File: config.mk
export PLATFORM = sky130hd
export DESIGN_NAME = srcDatapath
export DESIGN_NICKNAME = d
export VERILOG_FILES = /design/src/hw/srcIsaPkg.sv /design/src/hw/srcDatapathPkg.sv /design/src/hw/aluStage.sv /design/src/hw/busMux.sv /design/src/hw/instructionRegister.sv /design/src/hw/registerFile.sv /design/src/hw/selectEncode.sv /design/src/hw/srcDatapath.sv
export SDC_FILE = /design/constraint.sdc
export NUM_CORES = 1
export LEC_CHECK = 0
export ABC_AREA = 1
export BUFFER_PORTS_ARGS = -buffer_cell sky130_fd_sc_hd__buf_2
export CAP_MARGIN = 10
export CORE_UTILIZATION = 40
export DETAILED_ROUTE_END_ITERATION = 12
export GPL_TIMING_DRIVEN = 0
export PLACE_DENSITY = 0.65
export SETUP_SLACK_MARGIN = 0.1
export SKIP_CTS_REPAIR_TIMING = 1
export SYNTH_ARGS = -nofsm -noshare
export SYNTH_HDL_FRONTEND = slang
export SYNTH_HIERARCHICAL = 1
export SYNTH_SLANG_ARGS = --single-unit
export TNS_END_PERCENT = 100
File: constraint.sdc
create_clock -name clock -period 10.7 [get_ports clock]
set_input_delay 0.535 -clock clock [delete_from_list [all_inputs] [get_ports clock]]
set_output_delay 0.535 -clock clock [all_outputs]
set_load 0.01 [all_outputs]
File: src/hw/srcIsaPkg.sv
package srcIsaPkg;

    localparam int instrWidth = 32;
    localparam int raLsb = 23;
    localparam int rbLsb = 19;
    localparam int rcLsb = 15;
    localparam int regAddrWidth = 4;
    localparam int numRegs = 16;
    localparam int constWidth = 19;
    localparam int opcodeWidth = instrWidth - raLsb - regAddrWidth; // bits 31:27

    typedef enum logic [opcodeWidth-1:0] {
        opLd   = 5'd0,
        opLdi  = 5'd1,
        opSt   = 5'd2,
        opAdd  = 5'd3,
        opSub  = 5'd4,
        opAnd  = 5'd5,
        opOr   = 5'd6,
        opAddi = 5'd12,
        opAndi = 5'd13,
        opOri  = 5'd14
    } opcode_t;

    typedef logic [regAddrWidth-1:0] regAddr_t;

    typedef struct packed {
        regAddr_t rc;
        logic [rcLsb-1:0] low;
    } rcField_t;

    // rc sits in the top four bits of the constant field
    typedef union packed {
        rcField_t rcView;
        logic [constWidth-1:0] constant;
    } irTail_t;

    typedef struct packed {
        opcode_t opcode;
        regAddr_t ra;
        regAddr_t rb;
        irTail_t tail;
    } irFields_t;

endpackage

File: src/hw/srcDatapathPkg.sv
package srcDatapathPkg;

    localparam int wordWidth = 32;

    typedef logic [wordWidth-1:0] word_t;

    typedef logic [srcIsaPkg::numRegs-1:0] regMask_t; // one bit per register

    typedef enum logic [2:0] {
        aluAdd   = 3'd0,
        aluSub   = 3'd1,
        aluAnd   = 3'd2,
        aluOr    = 3'd3,
        aluPassB = 3'd4
    } aluOp_t;

    typedef struct packed {
        logic gra;
        logic grb;
        logic grc;
        logic rIn;
        logic rOut;
        logic baOut;      // base address out where R0 reads as zero
        logic cOut;
        logic zOut;
        logic dataOut;    // stands in for the MDR
        logic irIn;
        logic yIn;
        logic zIn;
        aluOp_t aluOp;
    } controlStrobes_t;

    typedef enum logic [2:0] {
        srcNone,
        srcReg,
        srcConst,
        srcZ,
        srcData
    } busSrc_t;

endpackage

File: src/hw/aluStage.sv
`timescale 1ns/1ps

module aluStage (
    input  logic                            clock,
    input  logic                            reset,
    input  srcDatapathPkg::controlStrobes_t ctrl,
    input  srcDatapathPkg::word_t           bus,
    output srcDatapathPkg::word_t           zValue
);
    import srcDatapathPkg::*;

    word_t yValue;
    word_t aluResult;

    // Y is the A operand, the bus is always B
    always_comb
    begin
        case (ctrl.aluOp)
            aluAdd:   aluResult = yValue + bus;
            aluSub:   aluResult = yValue - bus;
            aluAnd:   aluResult = yValue & bus;
            aluOr:    aluResult = yValue | bus;
            aluPassB: aluResult = bus;
            default:  aluResult = '0;
        endcase
    end

    always_ff @(posedge clock)
    begin
        if (reset)
        begin
            yValue <= '0;
            zValue <= '0;
        end
        else
        begin
            if (ctrl.yIn)
                yValue <= bus;
            if (ctrl.zIn)
                zValue <= aluResult; // low 32 bits only
        end
    end

    aluOpLegal: assert property (
        @(posedge clock) disable iff (reset)
        ctrl.zIn |-> ctrl.aluOp inside {aluAdd, aluSub, aluAnd, aluOr, aluPassB}
    ) else $error("aluStage: zIn with unknown aluOp %0d", ctrl.aluOp);

endmodule

File: src/hw/busMux.sv
`timescale 1ns/1ps

module busMux (
    input  srcDatapathPkg::controlStrobes_t ctrl,
    input  srcDatapathPkg::word_t           regData,
    input  srcDatapathPkg::word_t           constExt,
    input  srcDatapathPkg::word_t           zValue,
    input  srcDatapathPkg::word_t           dataIn,
    output srcDatapathPkg::word_t           bus
);
    import srcDatapathPkg::*;

    busSrc_t busSrc;
    logic    regOut;

    assign regOut = ctrl.rOut | ctrl.baOut; // both read the register file

    always_comb
    begin
        if (regOut)
            busSrc = srcReg;
        else if (ctrl.cOut)
            busSrc = srcConst;
        else if (ctrl.zOut)
            busSrc = srcZ;
        else if (ctrl.dataOut)
            busSrc = srcData;
        else
            busSrc = srcNone;
    end

    always_comb
    begin
        case (busSrc)
            srcReg:   bus = regData;
            srcConst: bus = constExt;
            srcZ:     bus = zValue;
            srcData:  bus = dataIn;
            default:  bus = '0; // idle bus reads zero
        endcase
    end

    always_comb
    begin
        assert final ($onehot0({regOut, ctrl.cOut, ctrl.zOut, ctrl.dataOut}))
        else $error("busMux: two drivers on the bus");
    end

endmodule

File: src/hw/instructionRegister.sv
`timescale 1ns/1ps

module instructionRegister (
    input  logic                  clock,
    input  logic                  reset,
    input  logic                  irIn,
    input  srcDatapathPkg::word_t bus,
    output srcIsaPkg::irFields_t  ir
);
    import srcIsaPkg::*;
    import srcDatapathPkg::*;

    word_t irWord;

    always_ff @(posedge clock)
    begin
        if (reset)
            irWord <= '0;
        else if (irIn)
            irWord <= bus;
    end

    always_comb
    begin
        ir.opcode = opcode_t'(irWord[instrWidth-1 -: opcodeWidth]);
        ir.ra = irWord[raLsb +: regAddrWidth];
        ir.rb = irWord[rbLsb +: regAddrWidth];
        ir.tail.constant = irWord[constWidth-1:0]; // rc comes along with it
    end

endmodule

File: src/hw/registerFile.sv
`timescale 1ns/1ps

module registerFile (
    input  logic                     clock,
    input  logic                     reset,
    input  srcDatapathPkg::regMask_t regWriteMask,
    input  srcDatapathPkg::regMask_t regReadMask,
    input  logic                     baOut,
    input  srcDatapathPkg::word_t    bus,
    output srcDatapathPkg::word_t    regData
);
    import srcIsaPkg::*;
    import srcDatapathPkg::*;

    word_t regs [numRegs];

    always_ff @(posedge clock)
    begin
        if (reset)
        begin
            for (int i = 0; i < numRegs; i++)
                regs[i] <= '0;
        end
        else
        begin
            for (int i = 0; i < numRegs; i++)
            begin
                if (regWriteMask[i])
                    regs[i] <= bus;
            end
        end
    end

    // and-or read that relies on a one-hot mask
    always_comb
    begin
        regData = '0;
        for (int i = 0; i < numRegs; i++)
        begin
            if (regReadMask[i] && !(i == 0 && baOut)) // R0 is zero as a base
                regData = regData | regs[i];
        end
    end

    writeMaskOneHot: assert property (
        @(posedge clock) disable iff (reset) $onehot0(regWriteMask)
    ) else $error("registerFile: write mask 0x%h not one-hot", regWriteMask);

    readMaskOneHot: assert property (
        @(posedge clock) disable iff (reset) $onehot0(regReadMask)
    ) else $error("registerFile: read mask 0x%h not one-hot", regReadMask);

endmodule

File: src/hw/selectEncode.sv
`timescale 1ns/1ps

module selectEncode (
    input  srcIsaPkg::irFields_t            ir,
    input  srcDatapathPkg::controlStrobes_t ctrl,
    output srcDatapathPkg::regMask_t        regWriteMask,
    output srcDatapathPkg::regMask_t        regReadMask,
    output srcDatapathPkg::word_t           constExt
);
    import srcIsaPkg::*;
    import srcDatapathPkg::*;

    regAddr_t regAddr;
    regMask_t decoded;
    logic     readEnable;
    logic     constSign;

    // each field is masked by its own strobe, then merged
    always_comb
    begin
        regAddr = (ir.ra & {regAddrWidth{ctrl.gra}})
                | (ir.rb & {regAddrWidth{ctrl.grb}})
                | (ir.tail.rcView.rc & {regAddrWidth{ctrl.grc}});
    end

    always_comb
    begin
        decoded = '0;
        decoded[regAddr] = 1'b1; // 4-to-16
    end

    assign readEnable = ctrl.rOut | ctrl.baOut;

    assign regWriteMask = ctrl.rIn ? decoded : '0;
    assign regReadMask = readEnable ? decoded : '0;

    assign constSign = ir.tail.constant[constWidth-1];
    assign constExt = {{(wordWidth - constWidth){constSign}}, ir.tail.constant};

    // OR of two fields would name a register nobody asked for
    always_comb
    begin
        assert final ($onehot0({ctrl.gra, ctrl.grb, ctrl.grc}))
        else $error("selectEncode: more than one of gra, grb, grc set");
    end

endmodule

File: src/hw/srcDatapath.sv
`timescale 1ns/1ps

module srcDatapath (
    input  logic                            clock,
    input  logic                            reset,
    input  srcDatapathPkg::controlStrobes_t ctrl,
    input  srcDatapathPkg::word_t           dataIn,
    output srcDatapathPkg::word_t           busValue,
    output srcIsaPkg::irFields_t            ir
);
    import srcDatapathPkg::*;

    regMask_t regWriteMask;
    regMask_t regReadMask;
    word_t    constExt;
    word_t    regData;
    word_t    zValue;

    instructionRegister instructionRegister_i (
        .clock (clock),
        .reset (reset),
        .irIn  (ctrl.irIn),
        .bus   (busValue),
        .ir    (ir)
    );

    selectEncode selectEncode_i (
        .ir           (ir),
        .ctrl         (ctrl),
        .regWriteMask (regWriteMask),
        .regReadMask  (regReadMask),
        .constExt     (constExt)
    );

    registerFile registerFile_i (
        .clock        (clock),
        .reset        (reset),
        .regWriteMask (regWriteMask),
        .regReadMask  (regReadMask),
        .baOut        (ctrl.baOut),
        .bus          (busValue),
        .regData      (regData)
    );

    // single shared bus that every destination samples
    busMux busMux_i (
        .ctrl     (ctrl),
        .regData  (regData),
        .constExt (constExt),
        .zValue   (zValue),
        .dataIn   (dataIn),
        .bus      (busValue)
    );

    aluStage aluStage_i (
        .clock  (clock),
        .reset  (reset),
        .ctrl   (ctrl),
        .bus    (busValue),
        .zValue (zValue)
    );

endmodule

Yosys cells after proc, flatten, opt, wreduce, memory -nomap -nowiden --
Memories as Yosys holds them, arrays and structs flattened. Cells that the tools add are included.
Word-level totals: flip-flop bits (word level) 96, latch bits 0, bits in writable memories 512, bits in read-only memories 0, bits of input ports 49, output and inout port bits 64, logic and storage cells 151, memories 1
Cells by class: $add $sub $neg 2, multipliers 0, divide/modulo/power cells 0, $lt $le $gt $ge 2, equality and inequality tests 8, shifts and indexed selects 0, mux-type cells 92, bitwise operators 39, reductions and logical operators 4
Memories:
- registerFile_i.regs | depth 16, bits a word 32, read ports 16, clocked after memory_dff 0, wr ports 16, line registerFile.sv:15 | word_t regs [numRegs];
Operator list (count):
- 32-bit two-way mux | 32
- 32-bit OR | 16
- 32-bit case mux with 5 select lines | 1
- 32-bit case mux with 4 select lines | 1
- 1-bit two-way mux | 51
- 32-bit adder | 1
- 32-bit AND | 1
- 16-bit two-way mux | 2
- 32-bit subtractor | 1
- 1-bit OR | 17
- 4-bit AND | 3
- 3-bit by 2-bit == test with 1-bit output (second input constant) | 4
- 3-bit two-way mux | 4
- 4-bit OR | 2
- 3-bit by 1-bit == test with 1-bit output (second input constant) | 2
- 3-bit == test (second input constant) | 2
- 4-bit by 5-bit < comparator with 1-bit output (second input constant) | 1
- 1-bit demux with 4-bit select | 1
- 4-bit by 1-bit greater-or-equal comparator with 1-bit output (second input constant) | 1
- 3-bit logical NOT | 1
- 1-bit logical AND | 2
- 1-bit logical NOT | 1

Logic depth before layout (Yosys ltp) --
depth in word-level cells 43, gate-level depth with buffers 42

Cells and area by module --
Netlist, hierarchy kept.
Modules (own cells, without submodules):
- registerFile | times used 1, cells an instance 2002, area each 21535.7 um^2
- aluStage | times used 1, cells an instance 1065, area each 6117.1 um^2
- instructionRegister | times used 1, cells an instance 203, area each 1338.8 um^2
- busMux | times used 1, cells an instance 257, area each 1239.9 um^2
- selectEncode | times used 1, cells an instance 121, area each 618.1 um^2

Worst setup path before layout --
No wires, ideal clock.
path kind input-to-reg, from in ctrl[9] (netlist bit), to reg aluStage_i.zValue[31], data arrival time 4.474 ns, required time 10.567 ns, slack 6.093 ns, stages on the path 38, buffers on the path 2, cell sequence nor2_1 > buf_2 > nor2_1 > buf_6 > nand2_1 > nand2_1 > inv_1 > nand2_1 > nor2_1 > nand3_1 > nand2_1 > nand2_1 > inv_1 > nand3_1 > inv_1 > ha_1 > nand3_1 > nor2_1 > [... 2 more ...] > nand3_1 > o21ai_1 > o21ai_1 > xor2_1 > ha_1 > nand2_1 > nor3_1 > nand2_1 > inv_1 > nand2_1 > nand2_1 > inv_1 > nand2_1 > nand2_1 > nand3_1 > nand2_1 > nand2_1 > a21oi_1
On the way: elaborated cells between the ends (all ways) 46, those cells by class 2 x add/sub; 4 x eq/ne; 20 x mux; 18 x bitwise; 2 x reduce/logical
RTL lines:
- from (decl) | line srcDatapath.sv:6 | input srcDatapathPkg::controlStrobes_t ctrl,
- 1-bit OR * | line selectEncode.sv:32 | assign readEnable = ctrl.rOut | ctrl.baOut;
- 16-bit two-way mux * | line selectEncode.sv:35 | assign regReadMask = readEnable ? decoded : '0;
- via regReadMask[5] | line srcDatapath.sv:14 | regMask_t regReadMask;
- 32-bit two-way mux * | line registerFile.sv:40 | if (regReadMask[i] && !(i == 0 && baOut))
- 32-bit OR | line registerFile.sv:41 | regData = regData | regs[i];
- 32-bit two-way mux * | line registerFile.sv:40
- 32-bit OR | line registerFile.sv:41
- 32-bit two-way mux * | line registerFile.sv:40
- [... 13 more ...]
- 32-bit two-way mux * | line registerFile.sv:40
- 32-bit OR | line registerFile.sv:41
- 32-bit two-way mux * | line registerFile.sv:40
- via regData[0] | line srcDatapath.sv:16 | word_t regData;
- 32-bit case mux with 4 select lines * | line busMux.sv:34 | case (busSrc)
- via busValue[0] | line srcDatapath.sv:8 | output srcDatapathPkg::word_t busValue,
- 32-bit subtractor or 32-bit adder (tied branches) | line aluStage.sv:20, aluStage.sv:19
- 32-bit case mux with 5 select lines * | line aluStage.sv:18 | case (ctrl.aluOp)
- to (signal assigned) | line aluStage.sv:40 | zValue <= aluResult;
- to (decl) | line aluStage.sv:8 | output srcDatapathPkg::word_t zValue
The timed path passes the listed nets; every way through them passes the cells marked *. A chain may end at the register's enable or synchronous reset.

Final worst setup path --
from reg instructionRegister_i.irWord[18] (netlist: instructionRegister_i/ir[18]), to reg aluStage_i.zValue[26]
On the way: elaborated cells between the ends (all ways) 46, those cells by class 2 x add/sub; 2 x order compare; 21 x mux; 19 x bitwise; 2 x reduce/logical
RTL lines:
- from (decl) | line instructionRegister.sv:13 | word_t irWord;
- from (signal assigned) | line instructionRegister.sv:20 | irWord <= bus;
- 4-bit AND * | line selectEncode.sv:23 | | (ir.tail.rcView.rc & {regAddrWidth{ctrl.grc}});
- 4-bit OR * | line selectEncode.sv:23
- 4-bit by 5-bit < comparator with 1-bit output (implied by the code) or 4-bit by 1-bit greater-or-equal comparator with 1-bit output (tied branches) | line selectEncode.sv:29 | decoded[regAddr] = 1'b1;
- 1-bit logical AND (implied by the code) | line selectEncode.sv:29
- 1-bit two-way mux (implied by the code) | line selectEncode.sv:29
- 1-bit demux with 4-bit select *
- 16-bit two-way mux * | line selectEncode.sv:35
- via regReadMask[15] | line srcDatapath.sv:14
- 32-bit two-way mux * | line registerFile.sv:40
- via regData[1] | line srcDatapath.sv:16
- 32-bit case mux with 4 select lines * | line busMux.sv:34
- 32-bit subtractor or 32-bit adder (tied branches) | line aluStage.sv:20, aluStage.sv:19
- 32-bit case mux with 5 select lines * | line aluStage.sv:18
Marked as above.

==> results.py <==
metrics = {
    "cells_and_area": {
        "final_layout_size_suffix_gt1_share_pct": 10.6,
        "fin_area_mm2": 0.0346,
        "num_antenna_cells": 0,
        "final_nets": 3902,
        "syn2layout_area_growth_pct": 12.1,
    },
    "yosys": {
        "synth-edff-count": 512,
        "synth_common_cells": "nand2_1, nor2_1, edfxtp_1, nand3_1, inv_1",
        "synthCells": 3648,
        "synth_ff_type": "edfxtp_1",
        "avgSynthCellArea_um2": 8.46,
        "yosysTopAreaCell": "edfxtp_1",
        "synthesis.nets": 3732,
        "synth-seq-area-share_pct": 56.1,
        "ys_ff_latch": 608,
        "synth_top_area_share_pct": 49.8,
        "synth-warning-count": 6,
        "yosysMostFrequentCell": "nand2_1",
        "synth_area_leaders": "edfxtp_1, nand2_1, nor2_1",
        "netlist_area_mm2": 0.0308,
        "synth.lib_cells_used.distinct": 44,
        "async_reset_ff_share_pct": 0,
    },
    "grt": {
        "grtUsageTotal_pct": 24.7,
        "grt_util_met1_pct": 35.4,
        "antenna_found_initial": 2,
        "grt_util_met2_pct": 37.2,
        "grt_pass1_wl_mm": 144,
        "overflow": 0,
        "grt_pass1_vias": 23600,
        "grtUsageMet3_pct": 4.54,
        "grt_max_degree": 33,
        "grt-busiest-layer": "met2",
    },
    "power_and_ir_drop": {
        "power_frac_seq_pct": 44.8,
        "power.switching_mw": 2.00,
        "power_frac_comb_pct": 22.3,
        "vdd_drop_max_mv": 0.158,
        "leakage_nw": 14.9,
        "power_density_mw_per_mm2": 183,
        "clkPwrFrac_pct": 33.0,
        "internal-power_mw": 4.33,
        "switching_share_pct": 31.6,
    },
    "run": {
        "max_cap_violations": 0,
    },
    "route": {
        "drtAntennaViolNets": 0,
        "via_per_inst": 5.12,
        "wl_mm": 97.6,
        "drtIter0Drc": 2511,
        "wl_per_cell_um": 19.9,
        "firstDrtPassIters": 6,
        "drc_errors": 0,
        "vias": 25100,
    },
    "run_status": {
        "status": "finished, final reports clean",
    },
    "timing": {
        "max_slew_margin_pct": 34.3,
        "worst_pin_slew_ns": 0.986,
        "setup_viol": 0,
        "rsz0062_at_grt": "false",
        "fin_crit_sh_pct": 65.1,
        "skew_ns": 0.0237,
        "hold_viol_final": 0,
        "setup_tns_ns": 0,
        "finalMaxSlewViolations": 0,
        "min_period_ns": 6.96,
        "fmax_mhz": 144,
    },
    "clock_network": {
        "cts_root_buf": "clkbuf_16",
        "cts_max_path_buffers": 3,
        "clk_pin_slew_ns": 0.07,
        "clk_latency_ns": 0.65,
        "cts_buffers": 60,
        "htreeDepth": 2,
        "cts_tree": "yes",
        "clock_sinks": 608,
    },
    "setup_path": {
        "path_max_fanout": 17,
        "path_class": "reg2reg",
        "arrival_ns": 7.52,
        "startpoint_type": "flip-flop",
        "slowest_delay_ns": 0.79,
        "required_ns": 11.26,
        "end_kind": "flip-flop",
        "cpMaxStageDelayCell": "nor3_1",
        "path_common_cell": "nand2_1",
    },
    "floorplan": {
        "ioPinCount": 113,
        "core_mm2": 0.0761,
        "dieArea_mm2": 0.0782,
        "fp.dieH_um": 280,
        "start_util_pct": 40.6,
        "num_rows": 101,
        "die_w_um": 280,
    },
    "min_path": {
        "min_path_type": "in2reg",
    },
    "placement": {
        "io_buffers": 108,
        "hpwl_mm": 75.5,
        "place_area_mm2": 0.0327,
        "globalplace.congestion": 0.969,
    },
}
==> area by class of cell <==
class | count | area, um^2
tap | 1030 | 1290
timing repair buffer | 108 | 541
buffer | 222 | 1460
clock inverter | 36 | 298
inverter | 326 | 1220
clock buffer | 74 | 1610
multi-input combinational | 2492 | 10900
sequential | 608 | 17300
fill | 7551 | 41500
==> critical path, delay by kind of cell, from the launching register on <==
kind	cells	cell delay, ns
AO/OA/AOI/OAI	3	0.56
XOR/XNOR	1	0.17
AND/OR/NAND/NOR	24	4.15
adder cells (fa/ha/maj)	2	0.60
flip-flops	1	0.75
buffers and inverters	3	0.63
==> metrics by stage <==
step	cells	hold slack [ns]	total power, mW	worst slack, ns	util (%)
global route	4896	0.296	6.60	3.39	45.5
floorplan	3648	0.444	3.78	6.09	-
finish	4896	0.267	6.33	3.74	45.5
detailed placement	4786	0.460	4.27	3.88	43.0
CTS	4896	0.237	6.35	3.84	45.5
global placement	4786	0.455	4.26	3.92	43.0
==> metal layers <==
metal  routed length [um]  share of wire [%]
met1                43700                 45
met2                41900                 43
met3                 8300                8.5
met4                 3680                3.8
met5                    0                  0
==> logic make-up after synthesis <==
kind of cell	synth area share, %
multiplexers	0.0324
XOR/XNOR	0.880
buffers and inverters	8.68
adder cells (fa/ha/maj)	1.44
flip-flops	56.1
AND/OR/NAND/NOR	29.5
AO/OA/AOI/OAI	3.41
==> power groups by stage <==
| stage | Sequential, mW | Combinational, mW | Clock, mW |
|---|---|---|---|
| 2_1_floorplan | 2.86 | 0.915 | 0 |
| 3_3_place_gp | 2.88 | 1.38 | 0 |
| 6_report | 2.84 | 1.41 | 2.09 |
| 5_1_grt | 2.85 | 1.55 | 2.20 |
| 4_1_cts | 2.83 | 1.40 | 2.12 |
| 3_5_place_dp | 2.88 | 1.39 | 0 |
==> final timing paths <==
path | end | depth (start not counted) | start | slack, ns
hold / removal | instructionRegister_i/ir[0] | 4 | ctrl[5] | 0.27
setup reg to reg | aluStage_i/zValue[26] | 33 | instructionRegister_i/ir[18] | 3.74
setup / recovery | aluStage_i/zValue[26] | 33 | instructionRegister_i/ir[18] | 3.74
hold reg to reg | instructionRegister_i/ir[28] | 2 | instructionRegister_i/ir[28] | 0.47
==> sequential cells by signal, summed over array words and instances (netlist names) <==
signal	count
aluStage_i/yValue	32
aluStage_i/zValue	32
instructionRegister_i/ir	32
registerFile_i/regs	512
==> cell usage in the layout, fill, tap and decap left out, types with 23 or more instances in the layout <==
cell type and instances:
clkinv_1 33, a21oi_1 107, a211oi_1 31, buf_6 52, nand4_1 40, xor2_1 29
clkbuf_16 61, edfxtp_1 512, inv_1 294, dfxtp_1 96, nand2_1 1171, buf_2 170
ha_1 34, or2_2 23, nor2_1 663, nand3_1 296, buf_4 41, clkbuf_1 70
(Power assumes the default switching activity.)
